### config.mk
export PLATFORM = sky130hd
export DESIGN_NAME = line_bridge
export DESIGN_NICKNAME = d
export VERILOG_FILES = /design/src/common/l2_mem_pkg.sv /design/src/line_bridge/line_bridge.sv
export SDC_FILE = /design/constraint.sdc
export NUM_CORES = 1
export LEC_CHECK = 0
export ABC_AREA = 1
export BUFFER_PORTS_ARGS = -buffer_cell sky130_fd_sc_hd__buf_2
export CAP_MARGIN = 5
export CORE_AREA = 5 5 474 476
export DETAILED_ROUTE_END_ITERATION = 6
export DIE_AREA = 0 0 479 481
export GPL_TIMING_DRIVEN = 1
export PLACE_DENSITY = 0.37
export SLEW_MARGIN = 20
export SYNTH_ARGS = -nofsm -noshare
export SYNTH_HDL_FRONTEND = slang
export SYNTH_SLANG_ARGS = --single-unit
### constraint.sdc
create_clock -name clk_cpu -period 31.2 [get_ports clk_cpu]
set_clock_uncertainty 0.2 [all_clocks]
set_input_delay 4.68 -clock clk_cpu [delete_from_list [all_inputs] [get_ports clk_cpu]]
set_output_delay 4.68 -clock clk_cpu [all_outputs]
set_load 0.03 [all_outputs]
### src/common/l2_mem_pkg.sv
package l2_mem_pkg;

    // Line and beat geometry
    localparam int LINE_W     = 512;
    localparam int WORD_W     = 64;
    localparam int BEATS      = 4;
    localparam int BEAT_W     = 2;

    // L2 address fields
    localparam int TAG_W      = 16;
    localparam int INDEX_W    = 10;

    // Word address into memory: tag low bits, index, beat
    localparam int MEM_ADDR_W = 16;
    localparam int TAG_LOW_W  = MEM_ADDR_W - INDEX_W - BEAT_W;
    localparam int MEM_WORDS  = 1 << MEM_ADDR_W;

    typedef logic [LINE_W-1:0]     line_t;
    typedef logic [WORD_W-1:0]     word_t;
    typedef logic [TAG_W-1:0]      tag_t;
    typedef logic [INDEX_W-1:0]    index_t;
    typedef logic [BEAT_W-1:0]     beat_t;
    typedef logic [MEM_ADDR_W-1:0] mem_addr_t;

    // Request from the L2 side, one line at a time
    typedef struct packed {
        logic   read;
        logic   write;
        tag_t   tag;        // fill tag
        tag_t   write_tag;  // victim tag
        index_t index;
        line_t  write_data;
    } l2_req_t;

    // Word request toward the memory controller
    typedef struct packed {
        logic      rstrobe;
        logic      wstrobe;
        mem_addr_t addr;
        word_t     wdata;
    } mem_req_t;

    // Word response from the memory controller
    typedef struct packed {
        logic  ready;
        logic  complete;
        word_t rdata;
    } mem_rsp_t;

    // Bridge sequencing states
    typedef enum logic [2:0] {
        IDLE,
        WRITE,
        WWAIT,
        READ,
        RWAIT
    } bridge_state_t;

endpackage

### src/line_bridge/line_bridge.sv
`timescale 1ns/1ps

module line_bridge (
    input  logic                 clk_cpu,
    input  logic                 rst_n,
    input  l2_mem_pkg::l2_req_t  req,
    output l2_mem_pkg::mem_req_t mem_req,
    input  l2_mem_pkg::mem_rsp_t mem_rsp,
    output l2_mem_pkg::line_t    read_data,
    output logic                 line_ready,
    output logic                 busy
);

    localparam int WORD_W = l2_mem_pkg::WORD_W;
    localparam l2_mem_pkg::beat_t LAST_BEAT = l2_mem_pkg::beat_t'(l2_mem_pkg::BEATS - 1);

    l2_mem_pkg::bridge_state_t state;
    l2_mem_pkg::l2_req_t       req_q;
    l2_mem_pkg::beat_t         beat_cnt;

    l2_mem_pkg::mem_addr_t     fill_addr;
    l2_mem_pkg::mem_addr_t     wb_addr;
    l2_mem_pkg::word_t         wb_word;

    logic                      req_take;
    logic                      last_beat;

    // New request only counts while idle
    assign req_take  = (state == l2_mem_pkg::IDLE) && (req.read || req.write);
    assign last_beat = (beat_cnt == LAST_BEAT);
    assign busy      = (state != l2_mem_pkg::IDLE);

    // Beat number sits in the lowest address bits
    assign fill_addr = {req_q.tag[l2_mem_pkg::TAG_LOW_W-1:0], req_q.index, beat_cnt};
    assign wb_addr   = {req_q.write_tag[l2_mem_pkg::TAG_LOW_W-1:0], req_q.index, beat_cnt};

    // Slice of the victim line for the current beat
    assign wb_word   = req_q.write_data[beat_cnt*WORD_W +: WORD_W];

    // Hold the whole request so the requester can drop it after one cycle
    always_ff @(posedge clk_cpu) begin
        if (req_take) begin
            req_q <= req;
        end
    end

    // Returned words land in their slice of the line
    // Bits beyond the last beat are never carried and stay zero
    always_ff @(posedge clk_cpu or negedge rst_n) begin
        if (!rst_n) begin
            read_data <= '0;
        end else if (state == l2_mem_pkg::RWAIT && mem_rsp.complete) begin
            read_data[beat_cnt*WORD_W +: WORD_W] <= mem_rsp.rdata;
        end
    end

    always_ff @(posedge clk_cpu or negedge rst_n) begin
        if (!rst_n) begin
            state      <= l2_mem_pkg::IDLE;
            beat_cnt   <= '0;
            mem_req    <= '0;
            line_ready <= 1'b0;
        end else begin
            // Strobes and the done flag are single-cycle pulses
            mem_req.rstrobe <= 1'b0;
            mem_req.wstrobe <= 1'b0;
            line_ready      <= 1'b0;

            case (state)
                l2_mem_pkg::IDLE: begin
                    beat_cnt <= '0;
                    if (req_take) begin
                        // Read wins when both are raised
                        state <= req.read ? l2_mem_pkg::READ : l2_mem_pkg::WRITE;
                    end
                end

                l2_mem_pkg::WRITE: begin
                    if (mem_rsp.ready) begin
                        mem_req.wstrobe <= 1'b1;
                        mem_req.addr    <= wb_addr;
                        mem_req.wdata   <= wb_word;
                        state           <= l2_mem_pkg::WWAIT;
                    end
                end

                l2_mem_pkg::WWAIT: begin
                    if (mem_rsp.complete) begin
                        beat_cnt <= beat_cnt + 1'b1;
                        if (last_beat) begin
                            state      <= l2_mem_pkg::IDLE;
                            line_ready <= 1'b1;
                        end else begin
                            state <= l2_mem_pkg::WRITE;
                        end
                    end
                end

                l2_mem_pkg::READ: begin
                    if (mem_rsp.ready) begin
                        mem_req.rstrobe <= 1'b1;
                        mem_req.addr    <= fill_addr;
                        state           <= l2_mem_pkg::RWAIT;
                    end
                end

                l2_mem_pkg::RWAIT: begin
                    if (mem_rsp.complete) begin
                        beat_cnt <= beat_cnt + 1'b1;
                        if (last_beat) begin
                            state      <= l2_mem_pkg::IDLE;
                            line_ready <= 1'b1;
                        end else begin
                            state <= l2_mem_pkg::READ;
                        end
                    end
                end

                default: begin
                    state <= l2_mem_pkg::IDLE;
                end
            endcase
        end
    end

endmodule

==> results of run 1 <==
cell usage after synthesis:
library cell / count / area, um^2
buf_2: 65 / 325
o21ai_0: 431 / 2160
o21ai_1: 29 / 145
nor2_2: 2 / 12.5
inv_1: 279 / 1050
inv_2: 4 / 15.0
nor3_2: 2 / 20.0
buf_1: 23 / 86.3
clkinv_1: 1 / 3.75
nor2_1: 578 / 2170
nand4_4: 1 / 21.3
nand2_1: 652 / 2450
nor3_1: 1 / 5.00
o22ai_1: 1 / 6.26
o211ai_1: 2 / 15.0
ha_1: 6 / 75.1
clkbuf_1: 148 / 556
edfxtp_1: 274 / 8230
nand3_1: 74 / 370
nand4_1: 193 / 1210
dfrtp_1: 600 / 15000
worst max-delay path by stage:
stage | end | cells after the start | startpoint | slack, ns
2_1_floorplan | fill_addr[10] | 2 | req[555] | 14.08
3_3_place_gp | req_q[26] | 5 | req[555] | 22.64
3_5_place_dp | req_q[222] | 5 | req[555] | 22.68
4_1_cts | req_q[130] | 5 | req[555] | 23.51
5_1_grt | req_q[130] | 5 | req[555] | 23.46
6_report | req_q[178] | 5 | req[555] | 23.65
kinds of logic (layout without fill, tap and decap cells):
family,Yosys count,count (layout),share of synthesized area [%]
compound gates,463,463,6.85
fa+ha+maj,6,6,0.221
buf+inv,520,1468,5.99
flops,874,874,68.5
other cells,0,41,0
simple gates,1503,1503,18.4
state kept, by name (all words and copies together), names as in the netlist:
name	flops
mem_req	82
state	3
beat_cnt	2
read_data	512
fill_addr	14
line_ready	1
req_q	260
metrics by stage:
stage | util (%) | setup slack, ns
2_1_floorplan | - | 14.08
3_3_place_gp | 19.0 | 22.64
3_5_place_dp | 19.0 | 22.68
4_1_cts | 20.6 | 23.51
5_1_grt | 20.6 | 23.46
6_report | 20.6 | 23.65
per-layer routing:
layer / wire length, um / share of wire, % / up-vias
met5: 536 / 0.34 / -
met4: 6560 / 4.2 / 88
met3: 15500 / 9.8 / 293
met2: 73100 / 46 / 1084
met1: 62300 / 39 / 13157
li1: - / - / 12792
power groups by stage:
stage	Combinational, uW	Clock, uW	Sequential [uW]
3_3_place_gp	1260	0	1570
5_1_grt	1330	1370	1570
2_1_floorplan	481	0	1810
6_report	1200	1270	1550
4_1_cts	1260	1330	1550
3_5_place_dp	1250	0	1570
worst min-delay path: stages, from the launching register on:
cell and delay (ns):
edfxtp_1 0.32, nand2_1 0.05, nand2_1 0.06
cells in the final DEF (no fill, tap or decap), types with 16 or more instances in the layout:
cell and count:
inv_1 275, dfrtp_1 598, clkbuf_8 24, nor2_1 575, clkbuf_16 107, edfxtp_1 274
nand2_1 648, clkbuf_1 27, clkinv_2 16, o21ai_0 430, diode_2 41, o21ai_1 30
nand4_1 193, buf_2 938, buf_4 44, nand3_1 72
area by class of cell:
cell class              instances  area, um^2
clock inverters                39         449
fillers                     24401      175000
multi-input cells            1972        8790
repair buffers                987        5110
flip-flops and latches        874       23200
diodes                         41         103
well taps                    2887        3610
clock buffers                 158        3110
inverters                     284        1080
==> impl_metrics.toml, run 1 <==
[power]
combPwrFrac_pct = 29.9
p_sw_uw = 1590
pwr_density_cell_nw_per_um2 = 88.5
power.static_leakage_uw = 0.0227
intPower_uw = 2430
ir_drop_v = 0.0000708
total_power_uw = 4030
netSwitchingFraction_pct = 39.5
seq_power_share_pct = 38.5
p_clk_share_pct = 31.6

[worst_setup_path]
slowest_delay_ns = 0.79
crit_required_ns = 31.32
path_class = "in -> reg"
cp_cell_sequence = "buf_2, nor2_1, nor2_4, buf_4, buf_12"
crit_arrival_ns = 7.67
crit_path_end_kind = "register"
rr_startpoint = "beat_cnt[1]"
reg2reg_to = "read_data[153]"
worstSetupStartpointType = "input port"
worst_r2r_path_depth = 8
crit_path_top_delay_cell = "nor2_4"
path_buf_inv = 3
worst-r2r-setup-slack_ns = 26.23
cp_max_fo = 191
crit_family = "buffers and inverters"

[place]
placement.io_buffers = 939
place_congestion = 0.765
place_inst = 7004
dp_hpwl_um = 111000
dpl-instance-area_um2 = 41800

[drt]
post-route-drc-count = 0
drt_pass1_iterations = 5
avgRoutedWirePerCell_um = 21.8
finalWirelength_um = 158000
number_of_antenna_violating_nets_in_the_routed_design = 0
initialDrtViolationCount = 1607
post_drt_via_cell_ratio = 3.79
dr_total_vias = 27414

[timing]
finalMaxSlewViolations = 0
fin_hold_ws_ns = 0.251
slew_headroom_pct = 24.0
finalSetupViolations = 0
finalCriticalPeriod_ns = 7.55
timing.final.crit_share_pct = 24.2
finalHoldViolCount = 0
finalSetupTns_ns = 0
rsz0062_at_grt = "false"
fmax_mhz = 132
worst_pin_slew_ns = 1.14

[clocking]
worst_skew_pair.late_latency_ns = 0.73
cts_tree = "yes"
clk_pin_slew_ns = 0.06
numClockSinks = 874
clock_tree.buffer_depth = 3
clk_root_buffer_cell = "clkbuf_16"
holdBufCountCts = 0
tritoncts.num_buffers = 106
clock_tree.htree_level_count = 3
post_cts_buffers = 0
cts_resized = 0

[logic_synthesis]
synth.yosys.seq_area_share_pct = 68.5
syn_area_cell_um2 = 10.1
syn_nets = 3996
ys_ff_latch = 874
synth.distinct_cells = 21
syn_area_um2 = 33900
syn_inst = 3366
synthesis.yosys.warnings = 0

[cells_and_area]
drive_gt1_share_pct = 27.3
layoutNonFillerInstCount = 7242
nNetsFinal = 4855
final_cell_area_um2 = 45500
syn_to_final_growth_pct = 34.1

[flow_run]
cap_violations = 0

[hold_path]
cells_on_worst_hold_path = 2
holdPathEnd = "mem_req[69]"
hold_path_class = "reg -> reg"
holdCritStartpoint = "fill_addr[5]"

[floorplan]
design.portCount = 1220
die_area_um2 = 230000
start_util_pct = 15.4
std_cell_rows = 173
die_width_um = 479
die_h_um = 481
coreArea_um2 = 221000

[grt]
gr-max-usage-layer = "met2"
groute.usage.overall_pct = 13.3
grt.overflow.total = 0
grt_max_degree = 192
via_count_of_the_first_global_routing_pass = 28112
met1_routing_resource_usage_after_global_routing_pct = 15.5
number_of_antenna_violations_at_the_first_check_in_global_routing = 90
grt_util_met3_pct = 5.72
grt_first_pass_wirelength_um = 221000
grt.met2_usage_pct = 21.7

[status]
status = "finished, final reports clean"
No activity file was read; power rests on OpenSTA's default activity.
==> run 2, diff against run 1 <==
- ABC_AREA: 1 -> 0
- CORE_AREA: 5 5 474 476 -> 5 5 479 481
- DIE_AREA: 0 0 479 481 -> 0 0 484 486
- PLACE_DENSITY: 0.37 -> 0.36
- clock period: 31.2 -> 7.7 ns (I/O delays scaled with it)
==> impl_metrics.toml, run 2 <==
[status]
status = "finished, final reports clean"

[worst_setup_path]
path_class = "reg -> reg"
crit_arrival_ns = 4.62
worstSetupStartpointType = "register"
crit_required_ns = 8.13
cp_max_fo = 38
crit_path_end_kind = "register"

[clocking]
holdBufCountCts = 0
worst_skew_pair.late_latency_ns = 0.73
cts_resized = 0
post_cts_buffers = 0
clock_tree.buffer_depth = 3
clk_root_buffer_cell = "clkbuf_16"
clk_pin_slew_ns = 0.06
tritoncts.num_buffers = 106
clock_tree.htree_level_count = 3
numClockSinks = 874
cts_tree = "yes"

[floorplan]
coreArea_um2 = 224000
die_area_um2 = 235000
design.portCount = 1220
std_cell_rows = 174
die_width_um = 484
die_h_um = 486
start_util_pct = 14.5

[grt]
groute.usage.overall_pct = 11.6
via_count_of_the_first_global_routing_pass = 23409
grt_first_pass_wirelength_um = 195000
grt.overflow.total = 0
number_of_antenna_violations_at_the_first_check_in_global_routing = 112
grt_max_degree = 148

[timing]
finalSetupTns_ns = 0
finalCriticalPeriod_ns = 4.19
finalMaxSlewViolations = 0
slew_headroom_pct = 34.3
worst_pin_slew_ns = 0.986
finalHoldViolCount = 0
rsz0062_at_grt = "false"
finalSetupViolations = 0
fmax_mhz = 239
timing.final.crit_share_pct = 54.4

[logic_synthesis]
dominant_combinational_cell_family_by_area_after_synthesis = "multiplexers"
syn_area_um2 = 32600
syn_area_cell_um2 = 14.4
synth_enable_flop_cells = 274
yosys.area.top_type_share_pct = 46.0
synth.distinct_cells = 43
synth.most_common_cell = "dfrtp_1"
synth.yosys.seq_area_share_pct = 71.3
post_synth_and_or_nand_nor_area_fraction_pct = 8.78
synth-compound-area-share_pct = 5.32
ys_async_sr_fraction_pct = 68.6
syn_nets = 2890
synthesis.yosys.warnings = 0
synthTopCellsByCount = "600 x dfrtp_1, 274 x edfxtp_1, 252 x inv_1, 195 x and2_1, 182 x nand4_1"
synth-adder-area-share_pct = 0.230
post_synth_xor_area_fraction_pct = 0.0269
synth_top_area_cell = "dfrtp_1"
synthMuxAreaShare_pct = 9.09
synthFlopType = "dfrtp_1"
syn_inst = 2260
yosys-top-cells-area = "dfrtp_1 46%, edfxtp_1 25%, mux4_2 4.4%"
ys_ff_latch = 874

[drt]
avgRoutedWirePerCell_um = 22.3
post-route-drc-count = 0
number_of_antenna_violating_nets_in_the_routed_design = 0
dr_total_vias = 22210
finalWirelength_um = 141000
drt_pass1_iterations = 5
initialDrtViolationCount = 1239
post_drt_via_cell_ratio = 3.52

[power]
pwr_density_cell_nw_per_um2 = 386
ir_drop_v = 0.000192
power.static_leakage_uw = 0.0203

[cells_and_area]
largest_reg_flops = 512
drive_gt1_share_pct = 40.0
largestRegisters = "read_data (512), req_q (260), mem_req (82)"
layout_common_cells = "938 x buf_2, 598 x dfrtp_1, 274 x edfxtp_1"
final_common_cell = "buf_2"
top_register = "read_data"
syn_to_final_growth_pct = 36.0
nNetsFinal = 3820
layoutNonFillerInstCount = 6307

[hold_path]
hold_path_class = "in -> async"

[place]
place_inst = 6073
placement.io_buffers = 939
place_congestion = 0.753
dp_hpwl_um = 99500

[flow_run]
cap_violations = 0
run 2: changes by cell type after synthesis, moves of 12 or more:
cell / previous run / this run
inv_1: 279 / 252
a31o_2: 0 / 12
mux2i_1: 0 / 69
nand2_1: 652 / 73
clkbuf_1: 148 / 69
o21ai_1: 29 / 50
nor2_1: 578 / 7
o21ai_0: 431 / 137
mux2_2: 0 / 74
and2_1: 0 / 195
buf_1: 23 / 8
mux4_2: 0 / 64
nand3_1: 74 / 1
a22o_1: 0 / 63
run 2: final cells by class:
class / instances / area (um^2)
Fill cell: 24518 / 180000
Clock buffer: 159 / 3080
Inverter: 252 / 946
Multi-Input combinational cell: 975 / 7760
Antenna cell: 43 / 108
Sequential cell: 874 / 23200
Timing Repair Buffer: 981 / 5100
Clock inverter: 31 / 373
Tap cell: 2992 / 3740
run 2: logic make-up after synthesis:
logic type / Yosys count
flip-flops: 874
AO/OA/AOI/OAI: 281
buffers and inverters: 411
XOR/XNOR: 1
multiplexers: 207
adder cells (fa/ha/maj): 6
AND/OR/NAND/NOR: 480
run 2: routing by layer:
metal  GRT usage, %  vias up  share of wire (%)
li1               -     9884                  -
met1           12.9    10983                 38
met2           19.8      926                 49
met3           5.28      305                9.7
met4           3.57      112                3.2
met5              0        -               0.49
run 2: final timing paths:
| kind | slack (ns) | endpoint | start | depth (start not counted) |
|---|---|---|---|---|
| max | 3.51 | read_data[275] | beat_cnt[0] | 6 |
| min reg2reg | 0.27 | mem_req[72] | fill_addr[8] | 1 |
| min in group clk_cpu | 0.27 | mem_req[72] | fill_addr[8] | 1 |
| min | 0.23 | mem_req[12] | rst_n | 1 |
| max reg2reg | 3.51 | read_data[275] | beat_cnt[0] | 6 |
| max in group asynchronous | 5.34 | read_data[356] | rst_n | 3 |
run 2: stage by stage:
step,total power (uW),utilization [%],setup WS (ns),area (um^2),hold WS [ns]
floorplan,9950,-,1.83,32600,0.255
CTS,17600,19.7,3.13,44200,0.147
global placement,12400,18.2,3.21,40800,0.259
global route,18000,19.8,3.05,44300,0.194
detailed placement,12400,18.2,3.18,40800,0.263
finish,17100,19.8,3.51,44400,0.232
run 2: where the power goes:
| part | switching (uW) | total (uW) | internal (uW) |
|---|---|---|---|
| Combinational | 3840 | 5440 | 1600 |
| Clock | 2130 | 5000 | 2870 |
| Sequential | 655 | 6680 | 6030 |
| Total | 6630 | 17100 | 10500 |
run 2: critical path: stages, from the launching register on:
cell and delay, ns:
dfrtp_4 1.00, inv_1 0.39, ha_1 0.67, nor2_1 0.13, nand3_4 0.63, buf_4 0.74
mux2i_1 0.26
